[config.mk]
export PLATFORM = sky130hd
export DESIGN_NAME = rv_core
export DESIGN_NICKNAME = d
export VERILOG_FILES = /design/src/source/rv_pkg.sv /design/src/source/fetch_unit.sv /design/src/source/inst_decoder.sv /design/src/source/reg_file.sv /design/src/source/alu.sv /design/src/source/execute_stage.sv /design/src/source/mem_writeback.sv /design/src/source/rv_core.sv
export SDC_FILE = /design/constraint.sdc
export NUM_CORES = 2
export LEC_CHECK = 0
export BUFFER_PORTS_ARGS = -buffer_cell sky130_fd_sc_hd__buf_2
export CAP_MARGIN = 5
export CORE_ASPECT_RATIO = 1.75
export CORE_UTILIZATION = 35
export CTS_CLUSTER_SIZE = 8
export DETAILED_ROUTE_END_ITERATION = 10
export HOLD_SLACK_MARGIN = 0.05
export PLACE_DENSITY_LB_ADDON = 0.12
export SYNTH_ARGS = -nofsm -noshare
export SYNTH_HDL_FRONTEND = slang
export SYNTH_SLANG_ARGS = --single-unit
[constraint.sdc]
create_clock -name clk -period 11.13 [get_ports clk]
set_clock_uncertainty 0.1 [all_clocks]
set_input_delay 2.226 -clock clk [delete_from_list [all_inputs] [get_ports clk]]
set_output_delay 2.226 -clock clk [all_outputs]
set_load 0.1 [all_outputs]
[src/source/rv_pkg.sv]
// rv_pkg: shared widths, opcodes, ALU operations and pipeline structs for the RV32I core
package rv_pkg;

    localparam int xlen = 32;

    typedef logic [xlen-1:0] word_t;       // Data or byte address
    typedef logic [4:0]      reg_addr_t;   // Register index
    typedef logic [29:0]     cache_addr_t; // Word address on cache ports
    typedef logic [6:0]      opcode_t;

    localparam opcode_t op_reg   = 7'b0110011;
    localparam opcode_t op_imm   = 7'b0010011;
    localparam opcode_t op_load  = 7'b0000011;
    localparam opcode_t op_store = 7'b0100011;

    localparam word_t nop_inst = 32'h0000_0013; // ADDI x0,x0,0

    typedef enum logic [3:0] {
        alu_add = 4'd0,
        alu_sub = 4'd1,
        alu_and = 4'd2,
        alu_or  = 4'd3,
        alu_xor = 4'd4,
        alu_sll = 4'd5,
        alu_srl = 4'd6,
        alu_sra = 4'd7,
        alu_slt = 4'd8
    } alu_op_e;

    typedef struct packed {
        logic    reg_write;
        logic    mem_to_reg; // Load result goes to rd
        logic    mem_write;
        logic    use_imm;    // Operand b from immediate
        alu_op_e alu_op;
    } ctrl_t;

    typedef struct packed {
        ctrl_t     ctrl;
        reg_addr_t rs1;
        reg_addr_t rs2;
        reg_addr_t rd;
        word_t     imm;
    } dec_t;

    // Write-back bus, also the forwarding source
    typedef struct packed {
        logic      reg_write;
        reg_addr_t rd;
        word_t     data;
    } wb_t;

endpackage

[src/source/fetch_unit.sv]
// fetch_unit: program counter, I-cache address and IF/ID instruction register
`timescale 1ns/1ps

module fetch_unit (
    input  logic                clk,
    input  logic                rst_n,
    input  logic                stall,
    input  logic                load_use_hold,
    input  rv_pkg::word_t       ICACHE_rdata,
    output rv_pkg::cache_addr_t ICACHE_addr,
    output rv_pkg::word_t       PC,
    output rv_pkg::word_t       inst
);

    rv_pkg::word_t fetched; // Instruction in register byte order
    logic          advance;

    assign ICACHE_addr = PC[31:2];
    assign fetched     = {<<8{ICACHE_rdata}}; // Bus is big-endian per byte
    assign advance     = !stall && !load_use_hold;

    always_ff @(posedge clk) begin
        if (!rst_n) begin
            PC   <= '0;
            inst <= rv_pkg::nop_inst; // Pipeline starts empty
        end else if (advance) begin
            PC   <= PC + 32'd4;
            inst <= fetched;
        end
    end

endmodule

[src/source/inst_decoder.sv]
// inst_decoder: turns the IF/ID instruction into control fields and an immediate
`timescale 1ns/1ps

module inst_decoder (
    input  rv_pkg::word_t inst,
    output rv_pkg::dec_t  dec
);

    rv_pkg::opcode_t opcode;
    logic [2:0]      funct3;
    logic            is_shift;
    rv_pkg::word_t   i_imm;
    rv_pkg::word_t   s_imm;

    assign opcode   = inst[6:0];
    assign funct3   = inst[14:12];
    assign is_shift = (funct3 == 3'b001) || (funct3 == 3'b101);
    assign i_imm    = {{20{inst[31]}}, inst[31:20]};
    assign s_imm    = {{20{inst[31]}}, inst[31:25], inst[11:7]};

    // alt is bit 30, picks SUB or SRA
    function automatic rv_pkg::alu_op_e alu_sel(input logic [2:0] f3, input logic alt);
        rv_pkg::alu_op_e op;
        case (f3)
            3'b000:  op = alt ? rv_pkg::alu_sub : rv_pkg::alu_add;
            3'b001:  op = rv_pkg::alu_sll;
            3'b010:  op = rv_pkg::alu_slt;
            3'b100:  op = rv_pkg::alu_xor;
            3'b101:  op = alt ? rv_pkg::alu_sra : rv_pkg::alu_srl;
            3'b110:  op = rv_pkg::alu_or;
            3'b111:  op = rv_pkg::alu_and;
            default: op = rv_pkg::alu_add; // SLTU not in subset
        endcase
        return op;
    endfunction

    always_comb begin
        dec.ctrl = '0;
        dec.rs1  = inst[19:15];
        dec.rs2  = inst[24:20];
        dec.rd   = inst[11:7];
        dec.imm  = '0;

        case (opcode)
            rv_pkg::op_reg: begin
                dec.ctrl.reg_write = 1'b1;
                dec.ctrl.alu_op    = alu_sel(funct3, inst[30]);
            end
            rv_pkg::op_imm: begin
                dec.ctrl.reg_write = 1'b1;
                dec.ctrl.use_imm   = 1'b1;
                dec.ctrl.alu_op    = alu_sel(funct3, inst[30] && is_shift); // ADDI has no SUB
                dec.imm            = is_shift ? {27'd0, inst[24:20]} : i_imm; // shamt
            end
            rv_pkg::op_load: begin
                dec.ctrl.reg_write  = 1'b1;
                dec.ctrl.mem_to_reg = 1'b1;
                dec.ctrl.use_imm    = 1'b1;
                dec.ctrl.alu_op     = rv_pkg::alu_add; // Address = rs1 + imm
                dec.imm             = i_imm;
            end
            rv_pkg::op_store: begin
                dec.ctrl.mem_write = 1'b1;
                dec.ctrl.use_imm   = 1'b1;
                dec.ctrl.alu_op    = rv_pkg::alu_add;
                dec.imm            = s_imm;
            end
            default: begin
                dec.ctrl = '0; // Unknown opcode acts as bubble
            end
        endcase
    end

endmodule

[src/source/reg_file.sv]
// reg_file: 32 x 32-bit integer registers, two read ports with write-back bypass
`timescale 1ns/1ps

module reg_file (
    input  logic             clk,
    input  logic             rst_n,
    input  rv_pkg::reg_addr_t rs1,
    input  rv_pkg::reg_addr_t rs2,
    input  rv_pkg::wb_t       wb,
    output rv_pkg::word_t     rs1_data,
    output rv_pkg::word_t     rs2_data
);

    rv_pkg::word_t regs [32];
    logic          wr_en;

    assign wr_en = wb.reg_write && (wb.rd != '0); // x0 is never written

    always_ff @(posedge clk) begin
        if (!rst_n) begin
            for (int i = 0; i < 32; i++) begin
                regs[i] <= '0;
            end
        end else if (wr_en) begin
            regs[wb.rd] <= wb.data;
        end
    end

    // Same-cycle write shows up on the read port
    assign rs1_data = (wr_en && wb.rd == rs1) ? wb.data : regs[rs1];
    assign rs2_data = (wr_en && wb.rd == rs2) ? wb.data : regs[rs2];

endmodule

[src/source/alu.sv]
// alu: combinational integer ALU for the nine supported operations
`timescale 1ns/1ps

module alu (
    input  rv_pkg::alu_op_e op,
    input  rv_pkg::word_t   a,
    input  rv_pkg::word_t   b,
    output rv_pkg::word_t   result
);

    logic [4:0] shamt;
    logic       less;

    assign shamt = b[4:0];
    assign less  = $signed(a) < $signed(b); // SLT is signed

    always_comb begin
        case (op)
            rv_pkg::alu_add: result = a + b;
            rv_pkg::alu_sub: result = a - b;
            rv_pkg::alu_and: result = a & b;
            rv_pkg::alu_or:  result = a | b;
            rv_pkg::alu_xor: result = a ^ b;
            rv_pkg::alu_sll: result = a << shamt;
            rv_pkg::alu_srl: result = a >> shamt;
            rv_pkg::alu_sra: result = $signed(a) >>> shamt;
            rv_pkg::alu_slt: result = {{(rv_pkg::xlen-1){1'b0}}, less};
            default:         result = '0;
        endcase
    end

endmodule

[src/source/execute_stage.sv]
// execute_stage: ID/EX register, load-use check, operand forwarding, ALU and EX/MEM register
`timescale 1ns/1ps

module execute_stage (
    input  logic              clk,
    input  logic              rst_n,
    input  logic              stall,
    input  rv_pkg::dec_t      dec,
    input  rv_pkg::word_t     rs1_data,
    input  rv_pkg::word_t     rs2_data,
    input  rv_pkg::wb_t       wb,
    output logic              load_use_hold,
    output rv_pkg::ctrl_t     ex_ctrl,
    output rv_pkg::reg_addr_t ex_rd,
    output rv_pkg::word_t     ex_result,
    output rv_pkg::word_t     ex_store_data
);

    rv_pkg::ctrl_t     id_ctrl;
    rv_pkg::reg_addr_t id_rs1;
    rv_pkg::reg_addr_t id_rs2;
    rv_pkg::reg_addr_t id_rd;
    rv_pkg::word_t     id_imm;
    rv_pkg::word_t     id_rs1_data;
    rv_pkg::word_t     id_rs2_data;

    rv_pkg::word_t fwd_a;
    rv_pkg::word_t fwd_b;
    rv_pkg::word_t alu_b;
    rv_pkg::word_t alu_result;
    logic          mem_fwd_ok; // EX/MEM holds a live write
    logic          wb_fwd_ok;

    // Load in EX feeding the instruction in decode
    assign load_use_hold = id_ctrl.mem_to_reg && (id_rd != '0)
                           && ((id_rd == dec.rs1) || (id_rd == dec.rs2));

    always_ff @(posedge clk) begin
        if (!rst_n) begin
            id_ctrl <= '0;
        end else if (!stall) begin
            id_ctrl <= load_use_hold ? '0 : dec.ctrl; // Bubble on hazard
        end
    end

    always_ff @(posedge clk) begin
        if (!stall) begin
            id_rs1      <= dec.rs1;
            id_rs2      <= dec.rs2;
            id_rd       <= dec.rd;
            id_imm      <= dec.imm;
            id_rs1_data <= rs1_data;
            id_rs2_data <= rs2_data;
        end
    end

    assign mem_fwd_ok = ex_ctrl.reg_write && (ex_rd != '0);
    assign wb_fwd_ok  = wb.reg_write && (wb.rd != '0);

    // Youngest producer wins
    always_comb begin
        if (mem_fwd_ok && ex_rd == id_rs1) begin
            fwd_a = ex_result;
        end else if (wb_fwd_ok && wb.rd == id_rs1) begin
            fwd_a = wb.data;
        end else begin
            fwd_a = id_rs1_data;
        end

        if (mem_fwd_ok && ex_rd == id_rs2) begin
            fwd_b = ex_result;
        end else if (wb_fwd_ok && wb.rd == id_rs2) begin
            fwd_b = wb.data;
        end else begin
            fwd_b = id_rs2_data;
        end
    end

    assign alu_b = id_ctrl.use_imm ? id_imm : fwd_b;

    alu u_alu (
        .op     (id_ctrl.alu_op),
        .a      (fwd_a),
        .b      (alu_b),
        .result (alu_result)
    );

    always_ff @(posedge clk) begin
        if (!rst_n) begin
            ex_ctrl <= '0;
        end else if (!stall) begin
            ex_ctrl <= id_ctrl;
        end
    end

    always_ff @(posedge clk) begin
        if (!stall) begin
            ex_rd         <= id_rd;
            ex_result     <= alu_result;
            ex_store_data <= fwd_b; // SW data, forwarded
        end
    end

endmodule

[src/source/mem_writeback.sv]
// mem_writeback: D-cache drive, MEM/WB register and write-back select
`timescale 1ns/1ps

module mem_writeback (
    input  logic                clk,
    input  logic                rst_n,
    input  logic                stall,
    input  rv_pkg::ctrl_t       ex_ctrl,
    input  rv_pkg::reg_addr_t   ex_rd,
    input  rv_pkg::word_t       ex_result,
    input  rv_pkg::word_t       ex_store_data,
    input  rv_pkg::word_t       DCACHE_rdata,
    output logic                DCACHE_ren,
    output logic                DCACHE_wen,
    output rv_pkg::cache_addr_t DCACHE_addr,
    output rv_pkg::word_t       DCACHE_wdata,
    output rv_pkg::wb_t         wb
);

    rv_pkg::word_t     load_data;
    logic              mw_reg_write;
    logic              mw_mem_to_reg;
    rv_pkg::reg_addr_t mw_rd;
    rv_pkg::word_t     mw_result;
    rv_pkg::word_t     mw_load;

    assign DCACHE_ren   = !ex_ctrl.mem_write; // Read unless storing
    assign DCACHE_wen   = ex_ctrl.mem_write;
    assign DCACHE_addr  = ex_result[31:2];
    assign DCACHE_wdata = {<<8{ex_store_data}}; // To bus byte order
    assign load_data    = {<<8{DCACHE_rdata}};

    always_ff @(posedge clk) begin
        if (!rst_n) begin
            mw_reg_write  <= 1'b0;
            mw_mem_to_reg <= 1'b0;
        end else if (!stall) begin
            mw_reg_write  <= ex_ctrl.reg_write;
            mw_mem_to_reg <= ex_ctrl.mem_to_reg;
        end
    end

    always_ff @(posedge clk) begin
        if (!stall) begin
            mw_rd     <= ex_rd;
            mw_result <= ex_result;
            mw_load   <= load_data;
        end
    end

    always_comb begin
        wb.reg_write = mw_reg_write;
        wb.rd        = mw_rd;
        wb.data      = mw_mem_to_reg ? mw_load : mw_result; // Load or ALU
    end

endmodule

[src/source/rv_core.sv]
// rv_core: five-stage in-order RV32I subset pipeline with I-cache and D-cache ports
`timescale 1ns/1ps

module rv_core (
    input  logic                clk,
    input  logic                rst_n,
    output logic                ICACHE_ren,
    output rv_pkg::cache_addr_t ICACHE_addr,
    input  logic                ICACHE_stall,
    input  rv_pkg::word_t       ICACHE_rdata,
    output logic                DCACHE_ren,
    output logic                DCACHE_wen,
    output rv_pkg::cache_addr_t DCACHE_addr,
    output rv_pkg::word_t       DCACHE_wdata,
    input  logic                DCACHE_stall,
    input  rv_pkg::word_t       DCACHE_rdata,
    output rv_pkg::word_t       PC
);

    logic              stall;
    logic              load_use_hold;
    rv_pkg::word_t     inst;
    rv_pkg::dec_t      dec;
    rv_pkg::word_t     rs1_data;
    rv_pkg::word_t     rs2_data;
    rv_pkg::wb_t       wb;
    rv_pkg::ctrl_t     ex_ctrl;
    rv_pkg::reg_addr_t ex_rd;
    rv_pkg::word_t     ex_result;
    rv_pkg::word_t     ex_store_data;

    assign stall      = ICACHE_stall || DCACHE_stall; // Freezes every stage
    assign ICACHE_ren = 1'b1;

    fetch_unit u_fetch (
        .clk           (clk),
        .rst_n         (rst_n),
        .stall         (stall),
        .load_use_hold (load_use_hold),
        .ICACHE_rdata  (ICACHE_rdata),
        .ICACHE_addr   (ICACHE_addr),
        .PC            (PC),
        .inst          (inst)
    );

    inst_decoder u_decoder (
        .inst (inst),
        .dec  (dec)
    );

    reg_file u_regs (
        .clk      (clk),
        .rst_n    (rst_n),
        .rs1      (inst[19:15]),
        .rs2      (inst[24:20]),
        .wb       (wb),
        .rs1_data (rs1_data),
        .rs2_data (rs2_data)
    );

    execute_stage u_execute (
        .clk           (clk),
        .rst_n         (rst_n),
        .stall         (stall),
        .dec           (dec),
        .rs1_data      (rs1_data),
        .rs2_data      (rs2_data),
        .wb            (wb),
        .load_use_hold (load_use_hold),
        .ex_ctrl       (ex_ctrl),
        .ex_rd         (ex_rd),
        .ex_result     (ex_result),
        .ex_store_data (ex_store_data)
    );

    mem_writeback u_mem_wb (
        .clk           (clk),
        .rst_n         (rst_n),
        .stall         (stall),
        .ex_ctrl       (ex_ctrl),
        .ex_rd         (ex_rd),
        .ex_result     (ex_result),
        .ex_store_data (ex_store_data),
        .DCACHE_rdata  (DCACHE_rdata),
        .DCACHE_ren    (DCACHE_ren),
        .DCACHE_wen    (DCACHE_wen),
        .DCACHE_addr   (DCACHE_addr),
        .DCACHE_wdata  (DCACHE_wdata),
        .wb            (wb)
    );

endmodule

# Yosys cells after proc, flatten, opt, wreduce, memory -nomap -nowiden
# Memory sizes are Yosys's and may differ from the RTL's. A register that Yosys moved wholly into a read port is not among the register bits.
# Cells that the tools add are included.
# op_classes
n_reduce_logical	26
shifts	3
n_eq_ne	26
order_cmp	1
mux	34
add_sub_neg	3
bitwise_logic	3
# ops
cell	n
32-bit 2-to-1 mux	10
32-bit one-hot mux with 9 select lines	1
32-bit one-hot mux with 3 select lines	1
4-bit one-hot mux with 7 select lines	2
5-bit equality test	8
32-bit by 3-bit adder with 32-bit output (second input constant)	1
32-bit adder	1
32-bit bitwise AND	1
32-bit < comparator	1
32-bit bitwise OR	1
32-bit OR reduction	1
32-bit by 5-bit left shift with 32-bit output	1
32-bit by 5-bit >> shifter with 32-bit output	1
32-bit by 5-bit >>> shifter with 32-bit output	1
32-bit subtractor	1
32-bit XOR	1
5-bit 2-to-1 mux	5
4-bit by 3-bit equality test with 1-bit output (second input constant)	4
5-bit nonzero test	3
7-bit by 6-bit equality test with 1-bit output (second input constant)	2
1-bit 2-to-1 mux	13
3-bit equality test (second input constant)	4
1-bit logical AND	12
4-bit by 2-bit equality test with 1-bit output (second input constant)	2
13 further kinds	18
# totals
register_bits	326
out_inout_bits	127
word_cells	121
ramBits	1024
n_memories	1
# mem_list
memory	depth	width	rd	rd_clocked_by_memory_dff	wr	line	text
u_regs.regs	32	32	2	2	32	reg_file.sv:14	rv_pkg::word_t regs [32];

# Longest topological paths before layout
# logic_depth
depth_word	8
ltp_mapped	23

# Hierarchy
# From an unflattened synthesis, not the netlist that was laid out.
# unflattened
cells_unflattened	5958
area_unflattened_um2	77419.3
# modules_own_cells
module	instances	cells_per_inst	seq_area_each_um2	area_per_inst_um2
reg_file	1	3499	30749.5	53612.7
alu	1	1260	0.0	8760.9
execute_stage	1	599	5725.5	8559.5
mem_writeback	1	177	2112.0	3176.8
fetch_unit	1	340	1241.2	2740.1
inst_decoder	1	80	0.0	551.8
rv_core	1	3	0.0	17.5

# Least setup slack after synthesis
# Ideal clock, no wire load.
# synth_path
path_kind	in2reg
start	input port DCACHE_stall
end	register u_fetch.PC[31]
required_time_ps	10963
path_buffers	1
arrival_ps	9792
setup_slack_ps	1171
setup_ps	67
cell_stages	11
path_cell_list	or2_2 -> clkbuf_1 -> inv_1 -> o21ai_1 -> or3_1 -> nor3_1 -> nand2_1 -> nor2_1 -> nand4_1 -> xor2_1 -> nor2_1
# synth_between
elab_chain_len	3
# synth_lines
element	line	text
start: declaration	rv_core.sv:15	input logic DCACHE_stall,
1-bit logical OR	rv_core.sv:32	assign stall = ICACHE_stall || DCACHE_stall;
1-bit zero test	-	
1-bit logical AND	fetch_unit.sv:20	assign advance = !stall && !load_use_hold;
end signal: assignment	fetch_unit.sv:27	PC <= PC + 32'd4;
end: declaration	fetch_unit.sv:11	output rv_pkg::word_t PC,
# Every way passes these cells.
# A chain may end at the register's enable or synchronous reset.

# Final worst setup path
# layout_path
start	register u_mem_wb.mw_mem_to_reg
end	register u_execute.ex_result[29], data pin
# layout_between
elab_chain_len	6
word_cells_on_any_way	15
classes_between	add/sub: 2; shift: 3; mux: 7; bitwise: 3
# layout_lines
element	line	text
start: declaration	mem_writeback.sv:22	logic mw_mem_to_reg;
start signal: assignment	mem_writeback.sv:39	mw_mem_to_reg <= ex_ctrl.mem_to_reg;
32-bit 2-to-1 mux (*)	mem_writeback.sv:54	wb.data = mw_mem_to_reg ? mw_load : mw_result;
32-bit 2-to-1 mux (*)	execute_stage.sv:72	end else if (wb_fwd_ok && wb.rd == id_rs2) begin
32-bit 2-to-1 mux (*)	execute_stage.sv:70	if (mem_fwd_ok && ex_rd == id_rs2) begin
named net u_execute.fwd_b[4]	execute_stage.sv:28	rv_pkg::word_t fwd_b;
32-bit 2-to-1 mux (*)	execute_stage.sv:79	assign alu_b = id_ctrl.use_imm ? id_imm : fwd_b;
32-bit subtractor, or another cell as far along	alu.sv:20	rv_pkg::alu_sub: result = a - b;
32-bit one-hot mux with 9 select lines (*)	alu.sv:18	case (op)
named net u_execute.alu_result[29]	execute_stage.sv:30	rv_pkg::word_t alu_result;
end signal: assignment	execute_stage.sv:99	ex_result <= alu_result;
end: declaration	execute_stage.sv:15	output rv_pkg::word_t ex_result,
# Mark *: on every way through the listed nets, which the timed path passes. The rest lies on a longest branch.

==> results.py <==
metrics = {
    "worst_setup_path": {
        "startpoint": "u_mem_wb.mw_mem_to_reg",
        "cp_max_fo": 34,
        "ff2ff_setup_slack_ns": 3.08,
        "timing.rr.end": "u_execute.ex_result[29]",
        "r2r_cells": 18,
        "endpoint": "u_execute.ex_result[29]",
        "path_class": "flip-flop to flip-flop",
        "rr_startpoint": "u_mem_wb.mw_mem_to_reg",
        "critPathCaptureType": "flip-flop",
        "worst-endpoint-arrival_ns": 8.52,
        "worstPathRequired_ns": 11.61,
        "startpoint_type": "flip-flop",
    },
    "global_route": {
        "grt_max_degree": 103,
        "antenna_found_initial": 19,
        "grt_overflow": 0,
        "grt_first_pass_wirelength_um": 423900,
        "grtUsageTotal_pct": 29.03,
        "grt_pass1_vias": 52110,
    },
    "timing": {
        "worstMarginPinSlew_ns": 1.574,
        "timing.final.crit_share_pct": 72.29,
        "finalCriticalPeriod_ns": 8.045,
        "setup_viol": 0,
        "slew_violations": 2,
        "setup-tns-final_ns": 0,
        "finalHoldViolations": 0,
        "fmax_mhz": 124.3,
        "max_slew_margin_pct": -4.911,
        "rsz0062_at_grt": "no",
    },
    "logic_synthesis": {
        "netlist_area_um2": 73400,
        "ys_ff_latch": 1338,
        "async_flop_share_pct": 0,
        "synthCells": 5636,
        "synth_area_per_cell_um2": 13.02,
        "yosys_warnings": 0,
        "synth_cell_types": 84,
        "yosysSeqAreaShare_pct": 53.58,
        "synth_edf_count": 1253,
        "synthFlopType": "edfxtp_1",
    },
    "floorplan": {
        "core_um2": 208600,
        "start_util_pct": 35.19,
        "rows": 222,
        "ioPinCount": 195,
        "die_x_um": 348.2,
        "die-area_um2": 211600,
        "die_y_um": 607.8,
    },
    "routing": {
        "vias": 51360,
        "viasPerCell": 6.020,
        "drtIter0Drc": 4717,
        "detail_route.wirelength_um": 310500,
        "wire_per_inst_um": 36.39,
        "drc": 0,
        "firstDrtPassIters": 7,
        "drtAntennaViolNets": 0,
    },
    "outcome": {
        "status": "finished with violations",
        "violations": "max-slew violations",
    },
    "pwr": {
        "p_int_mw": 9.592,
        "power.total_mw": 13.40,
        "power_density_nw_per_um2": 161.3,
        "vdd.ir_drop.worst_v": 0.0001207,
        "clkPwrFrac_pct": 39.9,
        "sw_frac_of_total_pct": 28.41,
        "p_leak_nw": 29.04,
        "p_seq_share_pct": 44.1,
        "power_frac_comb_pct": 16.0,
        "power.switching_mw": 3.807,
    },
    "clock_network": {
        "cts_tree": "done",
        "cts_sinks": 1338,
        "cts.clk_slew.worst_paths_ns": 0.06,
        "cts-root-buf": "clkbuf_16",
        "cts_buffers": 194,
        "h-tree-depth": 4,
        "cts_hold_buf": 0,
        "cts_buffer_depth": 4,
        "clock_latency_ns": 0.84,
        "cts_setup_buffers": 0,
        "cts_resized": 0,
    },
    "placement": {
        "portBuffers": 191,
        "hpwl_um": 197600,
        "gp_congestion": 1.044,
    },
    "layout": {
        "finish.net_count": 5830,
        "syn2layout_area_growth_pct": 13.16,
        "top_register": "u_regs.regs",
        "post_route_cells_drive_above_1_share_pct": 24.86,
        "largest_reg_flops": 1024,
    },
    "worst_hold_path": {
        "hp-class": "flip-flop to flip-flop",
    },
    "flow_run": {
        "max_cap_viol_count": 0,
    },
}
[logic make-up after synthesis]
group | synth area share (%)
simple gates | 10.40
flops | 53.58
mux | 22.85
compound gates | 6.767
buf+inv | 3.886
fa+ha+maj | 1.725
xor+xnor | 0.7875
other cells | 0.01023
[through the flow]
stage	cells	setup slack, ns	util, %	area [um2]	hold WS, ns
detailed placement	8262	3.228	37.30	77800	0.3592
finish	8532	3.085	39.82	83070	0.3674
floorplan	5669	1.171	-	73530	0.3308
global route	8522	2.807	39.81	83040	0.3924
CTS	8504	3.177	39.77	82960	0.3668
global placement	8260	3.042	37.29	77790	0.3469
[power by group through the flow]
| stage | logic (mW) | clock network (mW) | registers (mW) |
|---|---|---|---|
| after detailed placement | 2.09 | 0 | 6.00 |
| final | 2.14 | 5.35 | 5.91 |
| after global routing | 2.23 | 5.59 | 5.92 |
| after global placement | 2.10 | 0 | 5.99 |
| after CTS | 2.10 | 5.44 | 5.90 |
| after floorplan | 1.32 | 0 | 5.94 |
[cells in the mapped netlist (10+ instances only)]
cell | number | area (um2)
a22oi_1 | 18 | 135.1
buf_1 | 64 | 240.2
and3_1 | 11 | 68.82
o22ai_1 | 23 | 143.9
inv_1 | 102 | 382.9
nor3_1 | 34 | 170.2
or3_1 | 15 | 93.84
edfxtp_1 | 1253 | 37630
mux2_2 | 40 | 450.4
buf_4 | 66 | 495.5
nor4_1 | 14 | 87.58
nand4_1 | 23 | 143.9
mux2i_1 | 155 | 1551
a21oi_1 | 187 | 935.9
a22o_1 | 10 | 87.58
a211oi_1 | 82 | 615.6
a221oi_1 | 22 | 192.7
clkbuf_1 | 421 | 1580
nor2_1 | 1252 | 4700
dfxtp_1 | 85 | 1702
a21o_1 | 10 | 75.07
nor2b_1 | 79 | 494.2
xor2_1 | 39 | 341.6
ha_1 | 98 | 1226
nand3_1 | 47 | 235.2
o21bai_1 | 11 | 82.58
nand2_1 | 288 | 1081
o221ai_1 | 20 | 175.2
o211ai_1 | 24 | 180.2
o21a_1 | 29 | 217.7
o31ai_1 | 37 | 277.8
and2_1 | 35 | 219.0
nand2b_1 | 20 | 125.1
mux4_2 | 654 | 14730
o21ai_0 | 162 | 810.8
a31oi_1 | 23 | 143.9
buf_2 | 22 | 110.1
xnor2_1 | 27 | 236.5
[metal layers]
| layer | vias up | share of wire (%) | routed length [um] | global-route usage, % |
|---|---|---|---|---|
| li1 | 21310 | - | - | - |
| met1 | 26840 | 34 | 105400 | 31.13 |
| met2 | 2363 | 52 | 161000 | 51.60 |
| met3 | 840 | 6.0 | 18700 | 4.523 |
| met4 | 2 | 8.2 | 25360 | 20.85 |
| met5 | - | 0.0045 | 14 | 0 |
[placed cells by master, fill, tap and decap left out, types with 18 or more instances in the layout]
cell type	netlist	layout
a211oi_1	82	80
mux2i_4	0	33
dfxtp_1	85	73
nand2_4	0	35
a221oi_1	22	20
inv_1	102	100
o21a_1	29	29
mux2_2	40	40
xor2_1	39	39
a21oi_1	187	186
nor2_1	1252	1251
o22ai_1	23	23
buf_4	66	173
buf_2	22	193
nand4_1	23	23
o31ai_1	37	36
nor2b_1	79	79
conb_1	2	35
a22oi_1	18	18
ha_1	98	98
o221ai_1	20	20
nand2b_1	20	20
edfxtp_1	1253	1253
clkbuf_16	0	197
mux4_2	654	654
clkbuf_1	421	38
and2_1	35	35
nand2_1	288	230
a31oi_1	23	23
nor3_1	34	34
o21ai_0	162	157
nand3_1	47	46
xnor2_1	27	27
diode_2	0	24
nand2_2	0	23
mux2i_1	155	122
o211ai_1	24	24
[critical path, stage by stage (launching register included)]
cell       delay, ns
dfxtp_4         0.74
buf_4           0.64
mux2i_4         1.03
inv_1           0.15
mux2i_1         0.17
o21ai_0         0.16
mux2i_4         0.35
ha_1            0.40
nor3_1          0.20
o21ai_0         0.22
a21oi_1         0.49
o31ai_1         0.20
o21ai_1         0.92
a41oi_1         0.53
o211ai_1        0.47
nor4_1          0.08
a2111oi_0       0.35
o21ai_0         0.18
a311o_1         0.34
[final cells by class]
class,instances,area [um2]
antenna,24,60.06
clock buffer,235,5072
clock inverter,7,85.08
fill,19580,125500
inverter,107,414.1
multi-input combinational,3649,32200
sequential,1338,39370
tap,2800,3503
timing repair buffer,372,2359
[worst min path at each step]
stage	startpoint	to	depth (start not counted)
2_1_floorplan	u_fetch.inst[7]	u_execute.id_rd[0]	0
3_5_place_dp	u_execute.id_ctrl[7]	u_execute.ex_ctrl[7]	2
6_report	u_execute.ex_ctrl[6]	u_execute.ex_ctrl[6]	2
4_1_cts	u_execute.id_ctrl[7]	u_execute.ex_ctrl[7]	2
5_1_grt	u_execute.ex_ctrl[6]	u_execute.ex_ctrl[6]	2
3_3_place_gp	u_execute.ex_ctrl[6]	u_execute.ex_ctrl[6]	2
Power figures use the tool's default switching activity.
